`src/hdl/vga_pkg.sv`:
```
// ~~~~~~~~~~~~~~~~~~~~~~~~~~~~~~~~~~~~~~~~~~~~~~~~~~~~~~~~~~~~~~~~~~~~
// Video core shared types
// Pixel colour, frame-control marks, pixel position, pattern modes
// and the request word passed from frame controller to generator
// ~~~~~~~~~~~~~~~~~~~~~~~~~~~~~~~~~~~~~~~~~~~~~~~~~~~~~~~~~~~~~~~~~~~~

`default_nettype none

package vga_pkg;

    // Width of one RGB444 pixel, must match rgb_t
    localparam int RGB_SIZE = 12;

    // RGB444 pixel value
    typedef struct packed {
        logic [3:0] r;              // Red channel
        logic [3:0] g;              // Green channel
        logic [3:0] b;              // Blue channel
    } rgb_t;

    // Frame-control marks travelling with each pixel
    typedef struct packed {
        logic sof;                  // First pixel of frame
        logic eol;                  // Last pixel of line
        logic eof;                  // Last pixel of frame
    } vga_fc_t;

    // Pixel coordinate inside the active area
    typedef struct packed {
        logic [7:0] x;              // Column
        logic [7:0] y;              // Row
    } vga_pos_t;

    // Test pattern selection
    typedef enum logic [1:0] {
        PAT_SOLID = 2'd0,           // Single colour
        PAT_BARS  = 2'd1,           // Eight vertical bars
        PAT_CHECK = 2'd2,           // One pixel checkerboard
        PAT_GRAD  = 2'd3            // Position gradient
    } pat_mode_t;

    // Pixel request, controller to generator
    typedef struct packed {
        vga_pos_t pos;              // Requested position
        vga_fc_t  fc;               // Marks for that pixel
    } pix_req_t;

endpackage

`default_nettype wire

```
`src/hdl/video_core_pipeline.sv`:
```
// ~~~~~~~~~~~~~~~~~~~~~~~~~~~~~~~~~~~~~~~~~~~~~~~~~~~~~~~~~~~~~~~~~~~~
// Video core pipeline stage
// Single valid/ready register slice for one pixel and its marks
// ~~~~~~~~~~~~~~~~~~~~~~~~~~~~~~~~~~~~~~~~~~~~~~~~~~~~~~~~~~~~~~~~~~~~

`timescale 1ns/100ps
`default_nettype none

module video_core_pipeline #(
    parameter int RGB_SIZE = 12            // Pixel width
) (
    input  logic                    clk,
    input  logic                    reset,

    // Upstream
    input  logic                    pipe_in_vld,
    output logic                    pipe_in_rdy,
    input  vga_pkg::vga_fc_t        pipe_in_fc,
    input  logic [RGB_SIZE-1:0]     pipe_in_rgb,

    // Downstream
    output logic                    pipe_out_vld,
    input  logic                    pipe_out_rdy,
    output vga_pkg::vga_fc_t        pipe_out_fc,
    output logic [RGB_SIZE-1:0]     pipe_out_rgb
);

    logic load;

    // Ready looks through to the next stage
    assign pipe_in_rdy = !pipe_out_vld || pipe_out_rdy;
    assign load        = pipe_in_vld && pipe_in_rdy;

    always_ff @(posedge clk) begin
        if (reset) begin
            pipe_out_vld <= 1'b0;
        end else if (load) begin
            pipe_out_vld <= 1'b1;
        end else if (pipe_out_rdy) begin
            pipe_out_vld <= 1'b0;          // Taken, nothing new
        end
    end

    // Data held until the slice is taken
    always_ff @(posedge clk) begin
        if (load) begin
            pipe_out_fc  <= pipe_in_fc;
            pipe_out_rgb <= pipe_in_rgb;
        end
    end

endmodule

`default_nettype wire

```
`src/hdl/video_core_stages.sv`:
```
// ~~~~~~~~~~~~~~~~~~~~~~~~~~~~~~~~~~~~~~~~~~~~~~~~~~~~~~~~~~~~~~~~~~~~
// Video core stages
// Chain of STAGE valid/ready pipeline slices, up to STAGE pixels
// in flight with back-pressure passed through every slice
// ~~~~~~~~~~~~~~~~~~~~~~~~~~~~~~~~~~~~~~~~~~~~~~~~~~~~~~~~~~~~~~~~~~~~

`timescale 1ns/100ps
`default_nettype none

module video_core_stages #(
    parameter int RGB_SIZE = 12,           // Pixel width
    parameter int STAGE    = 2             // Number of slices
) (
    input  logic                    clk,
    input  logic                    reset,

    // Chain input
    input  logic                    stage_in_vld,
    output logic                    stage_in_rdy,
    input  vga_pkg::vga_fc_t        stage_in_fc,
    input  logic [RGB_SIZE-1:0]     stage_in_rgb,

    // Chain output
    input  logic                    stage_out_rdy,
    output logic                    stage_out_vld,
    output vga_pkg::vga_fc_t        stage_out_fc,
    output logic [RGB_SIZE-1:0]     stage_out_rgb
);

    // Per-slice handshake and payload
    logic             [STAGE-1:0]               pipe_in_vld;
    logic             [STAGE-1:0]               pipe_in_rdy;
    vga_pkg::vga_fc_t [STAGE-1:0]               pipe_in_fc;
    logic             [STAGE-1:0][RGB_SIZE-1:0] pipe_in_rgb;
    logic             [STAGE-1:0]               pipe_out_vld;
    logic             [STAGE-1:0]               pipe_out_rdy;
    vga_pkg::vga_fc_t [STAGE-1:0]               pipe_out_fc;
    logic             [STAGE-1:0][RGB_SIZE-1:0] pipe_out_rgb;

    for (genvar i = 0; i < STAGE; i++) begin : pipe_stage
        video_core_pipeline #(
            .RGB_SIZE     (RGB_SIZE)
        ) u_video_core_pipeline (
            .clk          (clk),
            .reset        (reset),
            .pipe_in_vld  (pipe_in_vld[i]),
            .pipe_in_rdy  (pipe_in_rdy[i]),
            .pipe_in_fc   (pipe_in_fc[i]),
            .pipe_in_rgb  (pipe_in_rgb[i]),
            .pipe_out_vld (pipe_out_vld[i]),
            .pipe_out_rdy (pipe_out_rdy[i]),
            .pipe_out_fc  (pipe_out_fc[i]),
            .pipe_out_rgb (pipe_out_rgb[i])
        );

        if (i > 0) begin : link            // Slice i fed from slice i-1
            assign pipe_in_vld[i]    = pipe_out_vld[i-1];
            assign pipe_in_fc[i]     = pipe_out_fc[i-1];
            assign pipe_in_rgb[i]    = pipe_out_rgb[i-1];
            assign pipe_out_rdy[i-1] = pipe_in_rdy[i];
        end
    end

    // Chain ends
    assign pipe_in_vld[0]        = stage_in_vld;
    assign pipe_in_fc[0]         = stage_in_fc;
    assign pipe_in_rgb[0]        = stage_in_rgb;
    assign stage_in_rdy          = pipe_in_rdy[0];

    assign pipe_out_rdy[STAGE-1] = stage_out_rdy;
    assign stage_out_vld         = pipe_out_vld[STAGE-1];
    assign stage_out_fc          = pipe_out_fc[STAGE-1];
    assign stage_out_rgb         = pipe_out_rgb[STAGE-1];

endmodule

`default_nettype wire

```
`src/hdl/video_core_top.sv`:
```
// ~~~~~~~~~~~~~~~~~~~~~~~~~~~~~~~~~~~~~~~~~~~~~~~~~~~~~~~~~~~~~~~~~~~~
// Video core top
// Frame controller, position timer and pattern generator feeding
// a chain of pipeline stages towards a valid/ready pixel output
// ~~~~~~~~~~~~~~~~~~~~~~~~~~~~~~~~~~~~~~~~~~~~~~~~~~~~~~~~~~~~~~~~~~~~

`timescale 1ns/100ps
`default_nettype none

module video_core_top #(
    parameter int H_ACTIVE = 16,           // Frame width
    parameter int V_ACTIVE = 4,            // Frame height
    parameter int STAGE    = 2             // Output pipeline depth
) (
    input  logic                clk,
    input  logic                reset,

    // Configuration and status
    input  logic                enable,
    input  vga_pkg::pat_mode_t  mode_in,
    input  vga_pkg::rgb_t       solid_in,
    output logic                busy,
    output logic                frame_done,

    // Pixel stream out
    output logic                out_vld,
    input  logic                out_rdy,
    output vga_pkg::vga_fc_t    out_fc,
    output vga_pkg::rgb_t       out_rgb
);

    // Controller and timer
    vga_pkg::vga_pos_t  pos;
    logic               line_last;
    logic               frame_last;
    logic               advance;

    // Controller to generator
    logic               req_vld;
    logic               req_rdy;
    vga_pkg::pix_req_t  req;
    vga_pkg::pat_mode_t mode;
    vga_pkg::rgb_t      solid_rgb;

    // Generator to stages
    logic               stage_in_vld;
    logic               stage_in_rdy;
    vga_pkg::vga_fc_t   stage_in_fc;
    vga_pkg::rgb_t      stage_in_rgb;

    video_frame_ctrl u_video_frame_ctrl (
        .clk        (clk),
        .reset      (reset),
        .enable     (enable),
        .mode_in    (mode_in),
        .solid_in   (solid_in),
        .pos        (pos),
        .line_last  (line_last),
        .frame_last (frame_last),
        .advance    (advance),
        .req_vld    (req_vld),
        .req_rdy    (req_rdy),
        .req        (req),
        .mode       (mode),
        .solid_rgb  (solid_rgb),
        .busy       (busy),
        .frame_done (frame_done)
    );

    video_timer #(
        .H_ACTIVE   (H_ACTIVE),
        .V_ACTIVE   (V_ACTIVE)
    ) u_video_timer (
        .clk        (clk),
        .reset      (reset),
        .advance    (advance),
        .pos        (pos),
        .line_last  (line_last),
        .frame_last (frame_last)
    );

    video_pattern_gen #(
        .H_ACTIVE   (H_ACTIVE)
    ) u_video_pattern_gen (
        .clk        (clk),
        .reset      (reset),
        .req_vld    (req_vld),
        .req_rdy    (req_rdy),
        .req        (req),
        .mode       (mode),
        .solid_rgb  (solid_rgb),
        .pix_vld    (stage_in_vld),
        .pix_rdy    (stage_in_rdy),
        .pix_fc     (stage_in_fc),
        .pix_rgb    (stage_in_rgb)
    );

    video_core_stages #(
        .RGB_SIZE      (vga_pkg::RGB_SIZE),
        .STAGE         (STAGE)
    ) u_video_core_stages (
        .clk           (clk),
        .reset         (reset),
        .stage_in_vld  (stage_in_vld),
        .stage_in_rdy  (stage_in_rdy),
        .stage_in_fc   (stage_in_fc),
        .stage_in_rgb  (stage_in_rgb),
        .stage_out_rdy (out_rdy),
        .stage_out_vld (out_vld),
        .stage_out_fc  (out_fc),
        .stage_out_rgb (out_rgb)
    );

endmodule

`default_nettype wire

```
`src/hdl/video_frame_ctrl.sv`:
```
// ~~~~~~~~~~~~~~~~~~~~~~~~~~~~~~~~~~~~~~~~~~~~~~~~~~~~~~~~~~~~~~~~~~~~
// Video frame controller
// IDLE/ACTIVE state machine issuing one pixel request per cycle,
// stopping only at frame ends and latching pattern settings per frame
// ~~~~~~~~~~~~~~~~~~~~~~~~~~~~~~~~~~~~~~~~~~~~~~~~~~~~~~~~~~~~~~~~~~~~

`timescale 1ns/100ps
`default_nettype none

module video_frame_ctrl (
    input  logic                clk,
    input  logic                reset,

    // Configuration
    input  logic                enable,
    input  vga_pkg::pat_mode_t  mode_in,
    input  vga_pkg::rgb_t       solid_in,

    // Timer side
    input  vga_pkg::vga_pos_t   pos,
    input  logic                line_last,
    input  logic                frame_last,
    output logic                advance,

    // Request to pattern generator
    output logic                req_vld,
    input  logic                req_rdy,
    output vga_pkg::pix_req_t   req,
    output vga_pkg::pat_mode_t  mode,
    output vga_pkg::rgb_t       solid_rgb,

    // Status
    output logic                busy,
    output logic                frame_done
);

    typedef enum logic {
        ST_IDLE,
        ST_ACTIVE
    } state_t;

    state_t             state;
    logic               en_q;              // Registered enable
    logic               sof_xfer;          // Start-of-frame request taken
    vga_pkg::pat_mode_t mode_q;            // Settings of current frame
    vga_pkg::rgb_t      solid_q;

    assign req_vld  = (state == ST_ACTIVE); // Continuous while active
    assign advance  = req_vld & req_rdy;    // Request transfer

    // Marks built from position and timer flags
    assign req.pos    = pos;
    assign req.fc.sof = (pos.x == 8'd0) && (pos.y == 8'd0);
    assign req.fc.eol = line_last;
    assign req.fc.eof = frame_last & line_last;

    assign sof_xfer   = advance & req.fc.sof;
    assign frame_done = advance & req.fc.eof; // One pulse per frame
    assign busy       = req_vld;

    // First pixel already sees the settings that get latched with it
    assign mode      = req.fc.sof ? mode_in : mode_q;
    assign solid_rgb = req.fc.sof ? solid_in : solid_q;

    always_ff @(posedge clk) begin
        if (reset) begin
            state  <= ST_IDLE;
            en_q   <= 1'b0;
            mode_q <= vga_pkg::PAT_SOLID;
        end else begin
            en_q <= enable;
            case (state)
                ST_IDLE: begin
                    if (en_q) state <= ST_ACTIVE;
                end
                ST_ACTIVE: begin
                    if (frame_done && !enable) state <= ST_IDLE; // Stop on frame end only
                end
                default: state <= ST_IDLE;
            endcase
            if (sof_xfer) mode_q <= mode_in;
        end
    end

    always_ff @(posedge clk) begin
        if (sof_xfer) solid_q <= solid_in;   // Colour held for the frame
    end

endmodule

`default_nettype wire

```
`src/hdl/video_pattern_gen.sv`:
```
// ~~~~~~~~~~~~~~~~~~~~~~~~~~~~~~~~~~~~~~~~~~~~~~~~~~~~~~~~~~~~~~~~~~~~
// Video pattern generator
// Turns a requested pixel position into an RGB444 colour and holds it
// with its frame marks in one valid/ready output register
// ~~~~~~~~~~~~~~~~~~~~~~~~~~~~~~~~~~~~~~~~~~~~~~~~~~~~~~~~~~~~~~~~~~~~

`timescale 1ns/100ps
`default_nettype none

module video_pattern_gen #(
    parameter int H_ACTIVE = 16            // Pixels per line, sets bar width
) (
    input  logic                clk,
    input  logic                reset,

    // Request side
    input  logic                req_vld,
    output logic                req_rdy,
    input  vga_pkg::pix_req_t   req,
    input  vga_pkg::pat_mode_t  mode,
    input  vga_pkg::rgb_t       solid_rgb,

    // Pixel side
    output logic                pix_vld,
    input  logic                pix_rdy,
    output vga_pkg::vga_fc_t    pix_fc,
    output vga_pkg::rgb_t       pix_rgb
);

    logic          load;                   // Request taken this cycle
    logic [10:0]   bar_num;                // x*8/H_ACTIVE
    logic [2:0]    bar_idx;
    logic [3:0]    grad_sum;
    vga_pkg::rgb_t colour;                 // Pattern colour of request

    assign req_rdy = !pix_vld || pix_rdy;  // Empty or being drained
    assign load    = req_vld && req_rdy;

    assign bar_num  = {req.pos.x, 3'b000} / 11'(H_ACTIVE);
    assign bar_idx  = bar_num[2:0];        // Always below 8 in active area
    assign grad_sum = req.pos.x[3:0] + req.pos.y[3:0];

    always_comb begin
        colour = '0;
        case (mode)
            vga_pkg::PAT_SOLID: colour = solid_rgb;
            vga_pkg::PAT_BARS: begin
                colour.r = {4{bar_idx[2]}};
                colour.g = {4{bar_idx[1]}};
                colour.b = {4{bar_idx[0]}};
            end
            vga_pkg::PAT_CHECK: begin
                if (req.pos.x[0] ^ req.pos.y[0]) colour = solid_rgb;
            end
            vga_pkg::PAT_GRAD: begin
                colour.r = req.pos.x[3:0];
                colour.g = req.pos.y[3:0];
                colour.b = grad_sum;       // Low bits of x+y
            end
            default: colour = '0;
        endcase
    end

    // Output valid flag
    always_ff @(posedge clk) begin
        if (reset) begin
            pix_vld <= 1'b0;
        end else if (load) begin
            pix_vld <= 1'b1;
        end else if (pix_rdy) begin
            pix_vld <= 1'b0;               // Drained with nothing behind
        end
    end

    // Output payload
    always_ff @(posedge clk) begin
        if (load) begin
            pix_fc  <= req.fc;
            pix_rgb <= colour;
        end
    end

endmodule

`default_nettype wire

```
`src/hdl/video_timer.sv`:
```
// ~~~~~~~~~~~~~~~~~~~~~~~~~~~~~~~~~~~~~~~~~~~~~~~~~~~~~~~~~~~~~~~~~~~~
// Video timer
// Column and row counter stepped once per accepted pixel request,
// flags the last pixel of a line and the last line of a frame
// ~~~~~~~~~~~~~~~~~~~~~~~~~~~~~~~~~~~~~~~~~~~~~~~~~~~~~~~~~~~~~~~~~~~~

`timescale 1ns/100ps
`default_nettype none

module video_timer #(
    parameter int H_ACTIVE = 16,           // Pixels per line
    parameter int V_ACTIVE = 4             // Lines per frame
) (
    input  logic                clk,
    input  logic                reset,

    input  logic                advance,   // Current pixel accepted
    output vga_pkg::vga_pos_t   pos,       // Current pixel position
    output logic                line_last, // Column is last of line
    output logic                frame_last // Row is last of frame
);

    logic [7:0] col;                       // Column counter
    logic [7:0] row;                       // Row counter

    // Flags decoded straight from the counters
    assign line_last  = (col == 8'(H_ACTIVE - 1));
    assign frame_last = (row == 8'(V_ACTIVE - 1));

    assign pos.x = col;
    assign pos.y = row;

    always_ff @(posedge clk) begin
        if (reset) begin
            col <= 8'd0;
            row <= 8'd0;
        end else if (advance) begin
            if (line_last) begin
                col <= 8'd0;               // Wrap to start of next line
                if (frame_last) begin
                    row <= 8'd0;           // Wrap to top of next frame
                end else begin
                    row <= row + 8'd1;
                end
            end else begin
                col <= col + 8'd1;
            end
        end
    end

endmodule

`default_nettype wire

```
`config.mk`:
```
export PLATFORM = sky130hd
export DESIGN_NAME = video_core_top
export DESIGN_NICKNAME = d
export VERILOG_FILES = /design/src/hdl/vga_pkg.sv /design/src/hdl/video_core_pipeline.sv /design/src/hdl/video_core_stages.sv /design/src/hdl/video_core_top.sv /design/src/hdl/video_frame_ctrl.sv /design/src/hdl/video_pattern_gen.sv /design/src/hdl/video_timer.sv
export SDC_FILE = /design/constraint.sdc
export NUM_CORES = 1
export LEC_CHECK = 0
export ABC_AREA = 1
export BUFFER_PORTS_ARGS = -buffer_cell sky130_fd_sc_hd__buf_4
export CORE_AREA = 2 2 83 85
export DETAILED_ROUTE_END_ITERATION = 12
export DIE_AREA = 0 0 85 87
export PLACE_DENSITY = 0.77
export SLEW_MARGIN = 20
export SYNTH_ARGS = -nofsm -noshare
export SYNTH_HDL_FRONTEND = slang
export SYNTH_SLANG_ARGS = --single-unit
```
`constraint.sdc`:
```
create_clock -name clk -period 2 [get_ports clk]
set_input_delay 0.4 -clock clk [delete_from_list [all_inputs] [get_ports clk]]
set_output_delay 0.4 -clock clk [all_outputs]
set_load 0.005 [all_outputs]
```
==> results.json <==
{
  "run_status": "complete, no violations",
  "cp-start-kind": "register",
  "timing.critical_path.from": "u_video_timer.col[0]$_SDFFE_PP0N_",
  "cts_sinks": 80,
  "relSlewSlack_pct": 64.9,
  "cts-buffers-inserted": 9,
  "htreeDepth": 3,
  "tightest_slew_ns": 0.526,
  "grt_usage_pct": 19.7,
  "root_buffer": "clkbuf_8",
  "crit_chain": "ha_4, inv_2, nor2_4, nand3_2, inv_2, nand2_4, nor2_4, buf_4",
  "fin_skew_ns": 0.00985,
  "vias": 2664,
  "num_rows": 30,
  "fp.dieH_um": 87,
  "synth-edff-count": 57,
  "dr.pass1.iters": 5,
  "layout_commonest_cell": "nand2_1",
  "criticalPathCategory": "reg -> out",
  "cts.path.max_buffers": 2,
  "syn_area_um2": 3690,
  "start_util_pct": 56.2,
  "max_cap_violations": 0,
  "reg2reg_depth": 12,
  "setup_viol": 0,
  "diodes": 0,
  "cp-endpoint": "frame_done",
  "ys_seq_elements": 80,
  "yosys-top-cells-area": "edfxtp_1 46%, dfxtp_1 12%, nand2_1 7.7%",
  "cp.required_ns": 1.60,
  "drcViolationCount": 0,
  "end_kind": "output port",
  "worstReg2RegEnd": "u_video_pattern_gen.pix_rgb[0]$_DFFE_PN_",
  "synth_seq_area_share_pct": 58.8,
  "arrival_ns": 1.53,
  "portBuffers": 35,
  "period_needed_ns": 1.93,
  "cp_slowest_stage_delay_ns": 0.36,
  "synthArstFlopShare_pct": 0,
  "yosysUniqueCellTypes": 28,
  "hold_violations": 0,
  "dpl_cell_area_um2": 4060,
  "synth_ff_type": "edfxtp_1",
  "syn_to_final_growth_pct": 20.8,
  "fin_area_um2": 4460,
  "fin_crit_sh_pct": 96.7,
  "die_w_um": 85,
  "drtIter0Drc": 111,
  "syn_nets": 388,
  "antenna_left": 0,
  "core_um2": 6570,
  "antenna_found_initial": 0,
  "layout-drive-gt1-share_pct": 31.3,
  "clk-insertion-delay-late_ns": 0.35,
  "seq_area_um2": 2200,
  "nFillCells": 487,
  "grt_max_degree": 25,
  "gp_congestion": 0.891,
  "drt_wl_total_mm": 7.11,
  "routedWlPerCell_um": 14.1,
  "grt_pass1_wl_mm": 11.2,
  "ioPinCount": 36,
  "final_cell_mix": "73 x nand2_1, 57 x buf_4, 57 x edfxtp_1",
  "leakage_uw": 0.00189,
  "yosys.area.top_type_share_pct": 46.4,
  "grt.overflow.total": 0,
  "hp-class": "in -> reg",
  "stdcell_count": 505,
  "path_clk_slew_ns": 0.08,
  "multi_input_area_um2": 1410,
  "crit_slowest_cell": "dfxtp_2",
  "drt-vias-per-instance": 5.28,
  "cts_tree": "yes",
  "ys.warnings.count": 0,
  "avgSynthCellArea_um2": 10.2,
  "cp_max_fo": 3,
  "synth_largest_area_cell": "edfxtp_1",
  "nets": 446,
  "dieArea_um2": 7400,
  "dp_cells": 478,
  "ir_drop_v": 0.000576,
  "r2r_slack_ns": 0.15,
  "p_per_area_nw_per_um2": 813,
  "fmax_mhz": 517,
  "grt_pass1_vias": 2482,
  "dpl.hpwl_mm": 4.78,
  "maxSlewViolCount": 0,
  "syn_inst": 362,
  "rr_startpoint": "u_video_timer.col[0]$_SDFFE_PP0N_"
}
logic make-up after synthesis:
group	count (synthesis)	synth area share (%)
fa+ha+maj	8	2.91
compound gates	26	3.59
xor+xnor	8	1.90
flops	80	58.8
simple gates	193	26.7
buf+inv	47	6.10
how the worst min path moves through the flow:
| stage | end | cells past startpoint | from | slack (ns) |
|---|---|---|---|---|
| 3_3_place_gp | register | 0 | register | 0.40 |
| 6_report | u_video_frame_ctrl.solid_q[1]$_DFFE_PP_ | 1 | solid_in[1] | 0.23 |
| 4_1_cts | u_video_frame_ctrl.solid_q[7]$_DFFE_PP_ | 1 | solid_in[7] | 0.23 |
| 3_5_place_dp | register | 0 | u_video_pattern_gen.pix_rgb[0]$_DFFE_PN_ | 0.40 |
| 5_1_grt | u_video_frame_ctrl.solid_q[5]$_DFFE_PP_ | 1 | solid_in[5] | 0.23 |
| 2_1_floorplan | register | 0 | u_video_pattern_gen.pix_fc[0]$_DFFE_PN_ | 0.40 |
cells in the mapped netlist, types with 6 or more instances:
| master | instances |
|---|---|
| nor2_2 | 6 |
| nand3_2 | 13 |
| inv_1 | 34 |
| nor2_4 | 6 |
| nand2_2 | 8 |
| dfxtp_1 | 23 |
| nor2_1 | 22 |
| nand3_1 | 52 |
| edfxtp_1 | 57 |
| a21oi_1 | 19 |
| ha_1 | 7 |
| nand2_1 | 76 |
what timing repair did:
item	in CTS	in global routing
resized for setup	14	25
cloned	0	1
pin swaps	1	8
hold buffers	0	0
setup buffers	2	8
endpoints found under the setup margin	1	24
through the flow:
step / power [uW] / setup slack, ns / util (%) / TNS (ns) / hold slack (ns)
after floorplan: 2330 / 0.255 / - / 0 / 0.400
after global placement: 2450 / 0.112 / 61.8 / 0 / 0.401
after detailed placement: 2470 / 0.0928 / 61.8 / 0 / 0.405
after CTS: 3610 / 0.00859 / 65.6 / 0 / 0.228
after global routing: 3780 / -0.00345 / 67.9 / -0.00345 / 0.226
final: 3630 / 0.0667 / 67.9 / 0 / 0.232
routing by layer:
metal	wire length (um)	vias to the layer above	GRT usage [%]
met4	274	0	11.3
met1	3040	1241	23.6
met2	3500	73	32.8
met5	0	-	0
li1	-	1328	-
met3	305	22	4.74
worst max-delay path, delay by kind of cell (launching register included):
| kind | cells | cell delay (ns) |
|---|---|---|
| buf+inv | 3 | 0.26 |
| simple gates | 4 | 0.41 |
| fa+ha+maj | 1 | 0.14 |
| flops | 1 | 0.36 |
area by class of cell:
class                           count  area share [%]
Clock buffer                       11            2.94
Clock inverter                      5            1.32
Inverter                           36            3.08
Multi-Input combinational cell    236            31.6
Sequential cell                    80            49.2
Tap cell                           80            2.24
Timing Repair Buffer               57            9.59
where the power goes:
group	switching, uW	internal [uW]	total, uW
clock	574	577	1150
combinational	350	194	545
sequential	33.5	1900	1930
total	958	2670	3630
Power figures use the tool's default switching activity.
